### config.mk
export PLATFORM = sky130hd
export DESIGN_NAME = host_mem_map
export DESIGN_NICKNAME = d
export VERILOG_FILES = /design/src/hdl/axi_mem_pkg.sv /design/src/hdl/host_mem_pkg.sv /design/src/hdl/burst_splitter.sv /design/src/hdl/host_mem_map.sv /design/src/hdl/rob_buffer.sv /design/src/hdl/rob_credit_ctrl.sv
export SDC_FILE = /design/constraint.sdc
export NUM_CORES = 2
export LEC_CHECK = 0
export ABC_AREA = 1
export BUFFER_PORTS_ARGS = -buffer_cell sky130_fd_sc_hd__buf_2
export CORE_UTILIZATION = 62
export DETAILED_ROUTE_END_ITERATION = 10
export PLACE_DENSITY_LB_ADDON = 0.05
export RECOVER_POWER = 100
export SYNTH_ARGS = -nofsm -noshare
export SYNTH_HDL_FRONTEND = slang
export SYNTH_SLANG_ARGS = --single-unit
### constraint.sdc
create_clock -name clk -period 9.38 [get_ports clk]
set_input_delay 1.407 -clock clk [delete_from_list [all_inputs] [get_ports clk]]
set_output_delay 1.407 -clock clk [all_outputs]
set_load 0.01 [all_outputs]
### src/hdl/axi_mem_pkg.sv
// Accelerator-side read port definitions
// Field widths of the accelerator read channel, the beat size and the
// packed request and response structs exchanged with the accelerator

package axi_mem_pkg;

    // Byte address width of the accelerator port
    localparam int addr_w = 32;

    // Width of one read data beat
    localparam int data_w = 64;

    // Read transaction ID width
    localparam int id_w = 4;

    // Burst length field, encoded as beats minus one as on AXI
    localparam int afu_len_w = 8;

    // Bytes carried by one beat. Every address on the port is beat aligned
    localparam int line_bytes = 8;

    // Read address request as issued by the accelerator
    typedef struct packed {
        logic [id_w-1:0]      id;
        logic [addr_w-1:0]    addr;
        logic [afu_len_w-1:0] len;
    } afu_rd_req_t;

    // Read data beat returned to the accelerator
    // The last flag marks the final beat of the original accelerator burst
    typedef struct packed {
        logic [id_w-1:0]   id;
        logic [data_w-1:0] data;
        logic              last;
    } afu_rd_rsp_t;

endpackage

### src/hdl/host_mem_pkg.sv
// Host memory port definitions
// Burst limit and user tag width of the host port, and the packed
// request and response structs that travel on it

package host_mem_pkg;

    // Address and data widths follow the accelerator side
    import axi_mem_pkg::*;

    // Host burst length field holds beats minus one
    localparam int host_len_w = 2;

    // Largest number of beats in one host burst
    localparam int host_max_beats = 1 << host_len_w;

    // User field width, carries the reorder buffer base index of a burst
    localparam int host_tag_w = 6;

    // Read request sent to the host port
    typedef struct packed {
        logic [addr_w-1:0]     addr;
        logic [host_len_w-1:0] len;
        logic [host_tag_w-1:0] tag;
    } host_rd_req_t;

    // Read beat returned by the host, tag echoes the request user field
    typedef struct packed {
        logic [host_tag_w-1:0] tag;
        logic [data_w-1:0]     data;
        logic                  last;
    } host_rd_rsp_t;

endpackage

### src/hdl/burst_splitter.sv
// Read burst splitter
// Cuts each accelerator read burst into host bursts of at most
// host_max_beats beats. With natural alignment each piece is also an
// aligned power-of-two block. Pieces leave on a registered valid/ready
// port together with the accelerator id and an end-of-burst flag
`timescale 1ns/1ps

module burst_splitter
    import axi_mem_pkg::*;
    import host_mem_pkg::*;
#(
    parameter int natural_alignment = 0
)
(
    input  logic            clk,
    input  logic            arst_n,
    input  afu_rd_req_t     afu_req,
    input  logic            afu_req_valid,
    output logic            afu_req_ready,
    output host_rd_req_t    split_req,
    output logic [id_w-1:0] split_id,
    output logic            split_end,
    output logic            split_valid,
    input  logic            split_ready
);

    localparam int line_off_w = $clog2(line_bytes);
    // Beat counts run up to 2**afu_len_w, one bit more than the len field
    localparam int beats_w = afu_len_w + 1;

    // Address and beat count still owed for the burst in progress
    logic [addr_w-1:0]     rem_addr;
    logic [beats_w-1:0]    rem_beats;

    logic                  take_afu;
    logic                  take_split;
    logic [addr_w-1:0]     src_addr;
    logic [beats_w-1:0]    src_beats;
    logic [host_len_w-1:0] beat_idx;
    logic [beats_w-1:0]    piece_beats;
    logic [host_len_w:0]   piece_end_idx;

    assign take_afu   = afu_req_valid && afu_req_ready;
    assign take_split = split_valid && split_ready;

    // The next piece comes from a fresh burst on accept, otherwise from the remainder
    always_comb
    begin
        if (take_afu)
        begin
            src_addr  = afu_req.addr;
            src_beats = beats_w'(afu_req.len) + 1'b1;
        end
        else
        begin
            src_addr  = rem_addr;
            src_beats = rem_beats;
        end
    end

    // Beat position inside the enclosing host_max_beats block
    assign beat_idx = src_addr[line_off_w +: host_len_w];

    // Piece size selection
    always_comb
    begin
        if (natural_alignment != 0)
        begin
            // Grow the piece while the start stays aligned to the larger size
            // and enough beats remain. Alignment to 2**k implies alignment to
            // every smaller power, so the last hit is the largest legal piece
            piece_beats = beats_w'(1);
            for (int k = 1; k <= host_len_w; k++)
            begin
                if (src_beats >= beats_w'(1 << k) &&
                    (beat_idx & host_len_w'((1 << k) - 1)) == '0)
                begin
                    piece_beats = beats_w'(1 << k);
                end
            end
        end
        else if (src_beats > beats_w'(host_max_beats))
        begin
            piece_beats = beats_w'(host_max_beats);
        end
        else
        begin
            piece_beats = src_beats;
        end
    end

    // Handshake control. Ready is only raised while no piece is pending,
    // so a new burst is never accepted on top of a running one
    always_ff @(posedge clk or negedge arst_n)
    begin
        if (!arst_n)
        begin
            afu_req_ready <= 1'b0;
            split_valid   <= 1'b0;
        end
        else if (take_afu)
        begin
            afu_req_ready <= 1'b0;
            split_valid   <= 1'b1;
        end
        else if (take_split)
        begin
            // The final piece frees the input in the same edge
            split_valid   <= !split_end;
            afu_req_ready <= split_end;
        end
        else if (!split_valid)
        begin
            // Idle after reset
            afu_req_ready <= 1'b1;
        end
    end

    // Piece payload and remainder, loaded on each new piece
    always_ff @(posedge clk)
    begin
        if (take_afu || (take_split && !split_end))
        begin
            split_req.addr <= src_addr;
            split_req.len  <= host_len_w'(piece_beats - 1'b1);
            // Tag is filled in by the credit controller
            split_req.tag  <= '0;
            split_end      <= (src_beats == piece_beats);
            rem_addr       <= src_addr + (addr_w'(piece_beats) << line_off_w);
            rem_beats      <= src_beats - piece_beats;
        end
        if (take_afu)
        begin
            split_id <= afu_req.id;
        end
    end

    // Index of the last beat of the emitted piece within its block
    assign piece_end_idx = {1'b0, split_req.addr[line_off_w +: host_len_w]} +
                           {1'b0, split_req.len};

    // A piece that passes the end of its block would cross a host boundary
    a_no_block_cross: assert property (@(posedge clk) disable iff (!arst_n)
        (split_valid && natural_alignment != 0) |->
            piece_end_idx < (host_len_w + 1)'(host_max_beats));

endmodule

### src/hdl/host_mem_map.sv
// Host memory read adapter top level
// Chains the burst splitter, the credit and tag controller and the
// reorder buffer between the accelerator read port and the host port
`timescale 1ns/1ps

module host_mem_map
    import axi_mem_pkg::*;
    import host_mem_pkg::*;
#(
    parameter int rob_lines         = 32,
    parameter int natural_alignment = 0
)
(
    input  logic         clk,
    input  logic         arst_n,
    input  afu_rd_req_t  afu_req,
    input  logic         afu_req_valid,
    output logic         afu_req_ready,
    output afu_rd_rsp_t  afu_rsp,
    output logic         afu_rsp_valid,
    input  logic         afu_rsp_ready,
    output host_rd_req_t host_req,
    output logic         host_req_valid,
    input  logic         host_req_ready,
    input  host_rd_rsp_t host_rsp,
    input  logic         host_rsp_valid,
    output logic         host_rsp_ready
);

    localparam int idx_w = $clog2(rob_lines);

    // The ring index must wrap on its own and fit in the host user field
    if ((rob_lines & (rob_lines - 1)) != 0 || rob_lines > (1 << host_tag_w) ||
        rob_lines < host_max_beats)
    begin : g_bad_rob_lines
        $error("rob_lines must be a power of two between %0d and %0d",
               host_max_beats, 1 << host_tag_w);
    end

    // Splitter to controller
    host_rd_req_t        split_req;
    logic [id_w-1:0]     split_id;
    logic                split_end;
    logic                split_valid;
    logic                split_ready;

    // Controller to reorder buffer
    logic [idx_w-1:0]    alloc_base;
    logic [host_len_w:0] alloc_beats;
    logic [id_w-1:0]     alloc_id;
    logic                alloc_end;
    logic                alloc_valid;
    logic                line_free;

    burst_splitter #(
        .natural_alignment(natural_alignment)
    ) u_burst_splitter (
        .clk,
        .arst_n,
        .afu_req,
        .afu_req_valid,
        .afu_req_ready,
        .split_req,
        .split_id,
        .split_end,
        .split_valid,
        .split_ready
    );

    rob_credit_ctrl #(
        .rob_lines(rob_lines)
    ) u_rob_credit_ctrl (
        .clk,
        .arst_n,
        .split_req,
        .split_id,
        .split_end,
        .split_valid,
        .split_ready,
        .host_req,
        .host_req_valid,
        .host_req_ready,
        .alloc_base,
        .alloc_beats,
        .alloc_id,
        .alloc_end,
        .alloc_valid,
        .line_free
    );

    rob_buffer #(
        .rob_lines(rob_lines)
    ) u_rob_buffer (
        .clk,
        .arst_n,
        .alloc_base,
        .alloc_beats,
        .alloc_id,
        .alloc_end,
        .alloc_valid,
        .host_rsp,
        .host_rsp_valid,
        .host_rsp_ready,
        .afu_rsp,
        .afu_rsp_valid,
        .afu_rsp_ready,
        .line_free
    );

endmodule

### src/hdl/rob_buffer.sv
// Read reorder buffer
// Host beats land at their tag base plus beat offset, possibly out of
// burst order. The head pointer drains filled lines in issue order to
// the accelerator and returns one credit per drained line
`timescale 1ns/1ps

module rob_buffer
    import axi_mem_pkg::*;
    import host_mem_pkg::*;
#(
    parameter int rob_lines = 32
)
(
    input  logic                         clk,
    input  logic                         arst_n,
    input  logic [$clog2(rob_lines)-1:0] alloc_base,
    input  logic [host_len_w:0]          alloc_beats,
    input  logic [id_w-1:0]              alloc_id,
    input  logic                         alloc_end,
    input  logic                         alloc_valid,
    input  host_rd_rsp_t                 host_rsp,
    input  logic                         host_rsp_valid,
    output logic                         host_rsp_ready,
    output afu_rd_rsp_t                  afu_rsp,
    output logic                         afu_rsp_valid,
    input  logic                         afu_rsp_ready,
    output logic                         line_free
);

    localparam int idx_w = $clog2(rob_lines);

    // Line storage
    logic [data_w-1:0]     line_data [rob_lines];
    logic [id_w-1:0]       line_id   [rob_lines];
    logic [rob_lines-1:0]  line_last;
    // Set when the host beat for a line has been written
    logic [rob_lines-1:0]  line_filled;

    // Beat position within the host burst currently arriving
    logic [host_len_w-1:0] beat_off;
    logic [idx_w-1:0]      wr_line;
    logic [idx_w-1:0]      head;
    logic                  drain;

    // Credits reserve a line for every beat in flight
    assign host_rsp_ready = 1'b1;

    // Beats of one host burst arrive back to back, so a single running
    // offset is enough to place them
    assign wr_line = idx_w'(host_rsp.tag) + idx_w'(beat_off);

    // Payload writes
    always_ff @(posedge clk)
    begin
        // Stamp id and last flag on every line of a newly issued burst.
        // Only the final line of a burst that ends the accelerator burst
        // carries last
        if (alloc_valid)
        begin
            for (int k = 0; k < host_max_beats; k++)
            begin
                if (k < alloc_beats)
                begin
                    line_id[alloc_base + idx_w'(k)]   <= alloc_id;
                    line_last[alloc_base + idx_w'(k)] <= alloc_end && (k == alloc_beats - 1);
                end
            end
        end
        if (host_rsp_valid)
        begin
            line_data[wr_line] <= host_rsp.data;
        end
    end

    // Fill state, arrival offset and drain pointer
    always_ff @(posedge clk or negedge arst_n)
    begin
        if (!arst_n)
        begin
            line_filled <= '0;
            beat_off    <= '0;
            head        <= '0;
        end
        else
        begin
            if (host_rsp_valid)
            begin
                // The line becomes visible to the head one cycle later
                line_filled[wr_line] <= 1'b1;
                beat_off             <= host_rsp.last ? '0 : beat_off + 1'b1;
            end
            // A freshly written line is never the one being drained
            if (drain)
            begin
                line_filled[head] <= 1'b0;
                head              <= head + 1'b1;
            end
        end
    end

    // The head is presented as soon as its beat is present
    assign afu_rsp_valid = line_filled[head];
    assign drain         = afu_rsp_valid && afu_rsp_ready;
    assign afu_rsp       = '{id: line_id[head], data: line_data[head], last: line_last[head]};

    // One credit back per line handed to the accelerator
    assign line_free = drain;

    // A filled line that is hit again means credits or tags went wrong upstream
    a_no_overwrite: assert property (@(posedge clk) disable iff (!arst_n)
        host_rsp_valid |-> !line_filled[wr_line]);

endmodule

### src/hdl/rob_credit_ctrl.sv
// Reorder buffer credit and tag controller
// Counts free reorder buffer lines, holds back a host burst until every
// one of its beats has a line, stamps the ring base index into the host
// user tag and reports each allocation to the reorder buffer
`timescale 1ns/1ps

module rob_credit_ctrl
    import axi_mem_pkg::*;
    import host_mem_pkg::*;
#(
    parameter int rob_lines = 32
)
(
    input  logic                         clk,
    input  logic                         arst_n,
    input  host_rd_req_t                 split_req,
    input  logic [id_w-1:0]              split_id,
    input  logic                         split_end,
    input  logic                         split_valid,
    output logic                         split_ready,
    output host_rd_req_t                 host_req,
    output logic                         host_req_valid,
    input  logic                         host_req_ready,
    output logic [$clog2(rob_lines)-1:0] alloc_base,
    output logic [host_len_w:0]          alloc_beats,
    output logic [id_w-1:0]              alloc_id,
    output logic                         alloc_end,
    output logic                         alloc_valid,
    input  logic                         line_free
);

    localparam int idx_w = $clog2(rob_lines);

    // Free line count, one bit wider so that the full count fits
    logic [idx_w:0]      free_cnt;
    // Next line to hand out, lines are allocated and freed in ring order
    logic [idx_w-1:0]    alloc_ptr;

    logic [host_len_w:0] need;
    logic [idx_w:0]      take_cnt;
    logic                credit_ok;
    logic                issue;

    // Lines needed by the pending piece, one per beat
    assign need      = {1'b0, split_req.len} + 1'b1;
    assign credit_ok = free_cnt >= (idx_w + 1)'(need);

    // Issue is combinational from the splitter, gated only by credits
    assign host_req_valid = split_valid && credit_ok;
    assign split_ready    = host_req_ready && credit_ok;
    assign issue          = host_req_valid && host_req_ready;

    // The host echoes the tag, which locates the burst in the reorder buffer
    always_comb
    begin
        host_req     = split_req;
        host_req.tag = host_tag_w'(alloc_ptr);
    end

    // The reorder buffer learns about each burst in the edge it is issued,
    // before the first host beat can arrive
    assign alloc_valid = issue;
    assign alloc_base  = alloc_ptr;
    assign alloc_beats = need;
    assign alloc_id    = split_id;
    assign alloc_end   = split_end;

    assign take_cnt = issue ? (idx_w + 1)'(need) : '0;

    // Lines are taken on issue and returned one per drained beat
    always_ff @(posedge clk or negedge arst_n)
    begin
        if (!arst_n)
        begin
            free_cnt  <= (idx_w + 1)'(rob_lines);
            alloc_ptr <= '0;
        end
        else
        begin
            free_cnt <= free_cnt - take_cnt + (idx_w + 1)'(line_free);
            if (issue)
            begin
                // Wraps naturally since rob_lines is a power of two
                alloc_ptr <= alloc_ptr + idx_w'(need);
            end
        end
    end

    // An underflow wraps to a large value and is caught here as well
    a_credit_range: assert property (@(posedge clk) disable iff (!arst_n)
        free_cnt <= (idx_w + 1)'(rob_lines));

    // The reorder buffer may only free a line that was handed out
    a_free_outstanding: assert property (@(posedge clk) disable iff (!arst_n)
        line_free |-> free_cnt < (idx_w + 1)'(rob_lines));

endmodule

Yosys cells after proc, flatten, opt, wreduce, memory -nomap -nowiden
Memory sizes are Yosys's and may differ from the RTL's.
Index checks and enable logic that the tools add are counted.
- flip-flop bits (word level): 164
- RAM bits: 2176
- input port bits: 121
- output and inout bits: 113
- memories kept: 2
- memory list (memory ; words ; width ; read ports ; clocked after memory_dff ; wr ports ; line ; text):
    u_rob_buffer.line_data ; 32 ; 64 ; 1 ; 0 ; 1 ; rob_buffer.sv:33 ; logic [data_w-1:0] line_data [rob_lines];
    u_rob_buffer.line_id ; 32 ; 4 ; 1 ; 0 ; 4 ; rob_buffer.sv:34 ; logic [id_w-1:0] line_id [rob_lines];
- add/sub/neg operators: 15
- order comparisons: 18
- equality and inequality tests: 5
- mux-type cells: 53
- bitwise operators: 3
- reduce and logical (&&, ||, !) cells: 21
- operators by type and width (cell ; number):
    $mux W32 ; 10
    $bwmux W32 ; 4
    $eq A2 B32 Y1 const A ; 2
    $lt A5 B6 Y1 const B ; 6
    $add A32 B12 Y32 ; 1
    $and A32 B32 Y32 ; 1
    $eq A1 B32 Y1 const A ; 1
    $logic_not A32 Y1 ; 1
    $not A32 Y32 ; 1
    $or A32 B32 Y32 ; 1
    $demux W1 S5 ; 6
    $ge A5 B1 Y1 const B ; 6
    $mux W1 ; 27
    $mux W9 ; 2
    $logic_and A1 B1 Y1 ; 17
    $add A5 B1 Y5 const B ; 2
    $add A5 B2 Y5 const B ; 2
    $bmux W1 S5 ; 2
    $add A8 B1 Y9 const B ; 1
    $eq A9 B9 Y1 ; 1
    $gt A9 B3 Y1 const B ; 1
    $sub A9 B9 Y9 ; 1
    $add A6 B1 Y6 ; 1
    $ge A6 B3 Y1 ; 1
    other kinds (15) ; 17

Depth between registers and ports, before layout
- depth after elaboration: 15
- gate-level depth with buffers: 23
- depth with buffers taken out: 22

By module
Synthesis repeated with hierarchy kept, for this count alone.
- cells, all modules: 8056
- area, all modules: 97234.5 sq um
- modules (own cells, without submodules) (module ; times used ; cells each ; area each (sq um)):
    rob_buffer ; 1 ; 7439 ; 91471.5
    burst_splitter ; 1 ; 458 ; 4524.3
    rob_credit_ctrl ; 1 ; 159 ; 1238.7

Least setup slack after synthesis
OpenSTA, ideal clock, no wires.
- kind: register to register
- start point: reg u_burst_splitter.split_req[6] (netlist name)
- end point: reg u_burst_splitter.split_valid
- library setup time: 96 ps
- arrival time: 7412 ps
- path slack: 1872 ps
- cell stages (with the launch flop): 14
- buffers on the path: 0
- period minus slack after synthesis: 7508 ps
- cells stage by stage: edfxtp_1 > inv_1 > ha_1 > inv_1 > ha_1 > o21ai_0 > nand2_1 > a21oi_1 > o21ai_0 > nand2_1 > inv_1 > nand2_1 > o21ai_0 > or2_2
- longest elaborated chain between the ends: 5
- RTL lines (element ; line ; text):
    $add A2 B1 Y3 ; rob_credit_ctrl.sv:45 ; assign need = {1'b0, split_req.len} + 1'b1;
    $ge A6 B3 Y1 ; rob_credit_ctrl.sv:46 ; assign credit_ok = free_cnt >= (idx_w + 1)'(need);
    $logic_and A1 B1 Y1 ; rob_credit_ctrl.sv:50 ; assign split_ready = host_req_ready && credit_ok;
    $logic_and A1 B1 Y1 ; burst_splitter.sv:44 ; assign take_split = split_valid && split_ready;
    $reduce_bool A2 Y1 (no line) ; - ;
    end signal: assignment ; burst_splitter.sv:109 ; split_valid <= !split_end;
    end: declaration ; burst_splitter.sv:23 ; output logic split_valid,
No other way between the ends.
A chain may end at the register's enable or synchronous reset.

Worst setup path after layout
- start point: in host_rsp[65] (netlist bit)
- end point: mem u_rob_buffer.line_data[24][5], enable pin
- longest elaborated chain between the ends: 1
- RTL lines (element ; line ; text):
    start: declaration ; host_mem_map.sv:25 ; input host_rd_rsp_t host_rsp,
    $add A5 B2 Y5 ; rob_buffer.sv:50 ; assign wr_line = idx_w'(host_rsp.tag) + idx_w'(beat_off);
    end: declaration ; rob_buffer.sv:33 ;
No other way between the ends.

==> results.yml <==
clock_network:
  cts_setup_buffers: 0
  cts_buffers: 225
  cts_tree: "built"
  cts_hold_buf: 0
  cts.repair.resized: 0
  cts_buffer_depth: 3
  worst_setup_hold_path_clk_slew_ps: 60
  cts_max_level: 4
  clock_sinks: 2337
  clk_latency_ps: 860
  cts-root-buf: "clkbuf_16"
logic_synthesis:
  synth_top_family_by_area: "compound AO/OA/AOI/OAI gates"
  synth_compound_area_frac: 0.1261
  syn-cell-area_mm2: 0.09464
  synth_mux_area_frac: 0
  synth-seq-cells: 2337
  synth_edf_count: 2285
  synth-simple-area-share: 0.09432
  synth_xor_area_frac: 0.004363
  seq_area_frac_synth: 0.7388
  synth-async-reset-ratio: 0.02225
  syn_inst: 7390
  ys_types: 60
  ys.flop_type: "edfxtp_1"
  synth.yosys.warnings: 0
  syn_area_per_cell_um2: 12.81
  synthAdderAreaFrac: 0.006399
critical_path:
  path_max_fanout: 34
  critical_path_class: "primary input to flop"
  worstReg2RegStart: "u_rob_buffer.beat_off[0]$_DFFE_PN0P_"
  cp.required_ps: 9730
  r2r_slack_ps: 1780
  end_kind: "flop"
  cp.arrival_ps: 8180
  rr_worst_depth: 7
  critPathLaunch: "host_rsp[65]"
  cp-start-kind: "primary input"
  crit_end: "u_rob_buffer.line_data[24][5]$_DFFE_PP_"
  r2r_end: "u_rob_buffer.line_data[24][5]$_DFFE_PP_"
drt:
  drt_first_pass_iters: 7
  viasPerCell: 6.399
  drt-initial-drc-count: 7746
  postRouteAntennaNets: 0
  wl_mm: 256.2
  drc_errors: 0
  avgRoutedWirePerCell_um: 26.38
  num_vias: 62150
status:
  violations: "max-capacitance violations, max-slew violations"
  outcome: "finished, violations left"
timing:
  fin_setup_tns_ps: 0
  setup_viol: 0
  maxSlewViolCount: 2947
  finalCritPeriodShare: 0.8354
  slew_headroom: -2.125
  clock_skew_ps: 60.14
  fmax_mhz: 127.6
  min_period_ps: 7836
  tightestPinTransition_ps: 4687
  hold_viol: 0
  rsz0062_at_grt: "false"
floorplan:
  die_h_um: 392.7
  io_pins: 234
  die_area_mm2: 0.1542
  dieWidth_um: 392.7
  start_util: 0.6237
  fp-row-count: 143
  core_area_mm2: 0.1517
global_route:
  grt_max_degree: 250
  antenna_found_initial: 17
  grt_use_total: 0.3287
  gr-total-overflow: 0
  grt_pass1_vias: 58480
  grt_pass1_wl_mm: 371.5
final_layout:
  drive_gt1_frac: 0.06698
  most-common-layout-cells: "edfxtp_1 (2285), nor2_1 (1271), o21ai_0 (1177)"
  area_delta_synth_final_pct: 9.985
  layoutNonFillerInstCount: 9712
  finalNetCount: 7654
  mostFrequentLayoutCell: "edfxtp_1"
flow_run:
  cap_violations: 73
hold_path:
  hold_path_class: "flop to flop"
power:
  ir_drop_uv: 257.5
  power_density_mw_per_mm2: 304.2
  leakagePower_nw: 34.12
placed_design:
  hpwl_mm: 125.5
  gp_congestion: 0.9262
  io_buffers: 230
  dp.cells: 9290
-- power by group --
part	switching, mW	internal (mW)	total [mW]	leakage, nW
sequential	0.386	12.3	12.7	21.3
combinational	7.28	2.90	10.2	9.38
clock	3.85	4.95	8.80	3.50
-- cell usage after synthesis, types with 4 or more instances --
library cell	instances	area (um2)
a21oi_1	46	230.2
a221oi_1	61	534.3
a22o_1	92	805.8
a2bb2oi_1	7	61.31
a31oi_1	18	112.6
a41oi_1	11	96.34
buf_1	19	71.32
buf_2	78	390.4
buf_4	13	97.59
buf_6	11	123.9
clkbuf_1	353	1325
dfrtp_1	51	1276
edfxtp_1	2285	68620
fa_1	4	80.08
ha_1	42	525.5
inv_1	194	728.2
inv_2	12	45.04
nand2_1	645	2421
nand2_2	18	112.6
nand2_4	7	78.83
nand3_1	109	545.5
nand4_1	74	462.9
nor2_1	1283	4816
nor2_2	17	106.4
nor2_4	7	78.83
nor3_1	20	100.1
nor3_2	4	40.04
o211ai_1	36	270.3
o21a_1	24	180.2
o21ai_0	1161	5811
o21ai_1	29	145.1
o21ai_2	5	43.79
o22ai_1	557	3485
o31ai_1	4	30.03
or2_2	9	56.30
xnor2_1	12	105.1
xor2_1	32	280.3
-- kinds of logic (layout without fill, tap and decap cells) --
family / after synthesis / count (layout)
AO/OA/AOI/OAI: 2066 / 2066
XOR/XNOR: 45 / 45
adder cells (fa/ha/maj): 46 / 46
buffers and inverters: 688 / 965
flip-flops: 2337 / 2337
other: 2 / 17
AND/OR/NAND/NOR: 2206 / 2206
-- state kept, by name, summed over array words and instances, names as in the netlist, 2 cells and up --
name,cells
u_burst_splitter.rem_beats,9
u_rob_buffer.beat_off,2
u_rob_buffer.line_last,32
u_rob_credit_ctrl.alloc_base,5
u_burst_splitter.split_req,31
u_burst_splitter.split_id,4
u_rob_buffer.line_data,2048
u_rob_buffer.line_filled,32
u_rob_buffer.line_id,128
u_rob_buffer.head,5
u_burst_splitter.rem_addr,32
u_rob_credit_ctrl.free_cnt,6
-- layout make-up --
class / instances / area (um2)
Antenna cell: 8 / 20.02
Clock buffer: 287 / 5943
Clock inverter: 127 / 1222
Fill cell: 10950 / 47640
Inverter: 210 / 805.8
Multi-Input combinational cell: 4372 / 22000
Sequential cell: 2337 / 69930
Tap cell: 2030 / 2540
Timing Repair Buffer: 341 / 1624
-- routing by layer --
metal / GRT usage / vias to the layer above / share of wire
li1: - / 27560 / -
met1: 0.4624 / 30840 / 0.40
met2: 0.5271 / 3253 / 0.48
met3: 0.05769 / 489 / 0.098
met4: 0.1036 / 12 / 0.030
met5: 0 / - / 0.00031
-- worst max-delay path, stage by stage --
cell and delay [ps]:
clkbuf_1 90, ha_1 220, fa_1 580, inv_1 120, nand3_1 430, nor2_4 230, clkbuf_1 2430, clkbuf_1 2600
-- through the flow --
| stage | cell area [um2] | total power, mW | worst slack [ps] | util | hold WS, ps |
|---|---|---|---|---|---|
| floorplan | 94660 | 19.59 | 1872 | - | 458.3 |
| global placement | 97570 | 22.81 | 3615 | 0.6431 | 467.5 |
| CTS | 104700 | 31.73 | 2900 | 0.6903 | 487.6 |
| finish | 104100 | 31.67 | 1544 | 0.6860 | 489.7 |
| global route | 104100 | 33.15 | 1351 | 0.6860 | 501.0 |
| detailed placement | 97570 | 23.02 | 3494 | 0.6431 | 474.5 |
-- how the worst min path moves through the flow --
stage / cells after the start / startpoint / endpoint / slack [ps]
detailed placement: 1 / u_rob_buffer.line_filled[13]$_DFF_PN0_ / u_rob_buffer.line_filled[13]$_DFF_PN0_ / 470
floorplan: 1 / u_rob_buffer.beat_off[0]$_DFFE_PN0P_ / u_rob_buffer.beat_off[0]$_DFFE_PN0P_ / 460
CTS: 1 / u_rob_buffer.line_filled[13]$_DFF_PN0_ / u_rob_buffer.line_filled[13]$_DFF_PN0_ / 490
global route: 1 / u_rob_buffer.line_filled[20]$_DFF_PN0_ / u_rob_buffer.line_filled[20]$_DFF_PN0_ / 500
finish: 1 / u_rob_buffer.line_filled[13]$_DFF_PN0_ / u_rob_buffer.line_filled[13]$_DFF_PN0_ / 490
global placement: 1 / u_rob_buffer.line_filled[2]$_DFF_PN0_ / u_rob_buffer.line_filled[2]$_DFF_PN0_ / 470
Note: power is estimated with default switching activity, not from simulation.
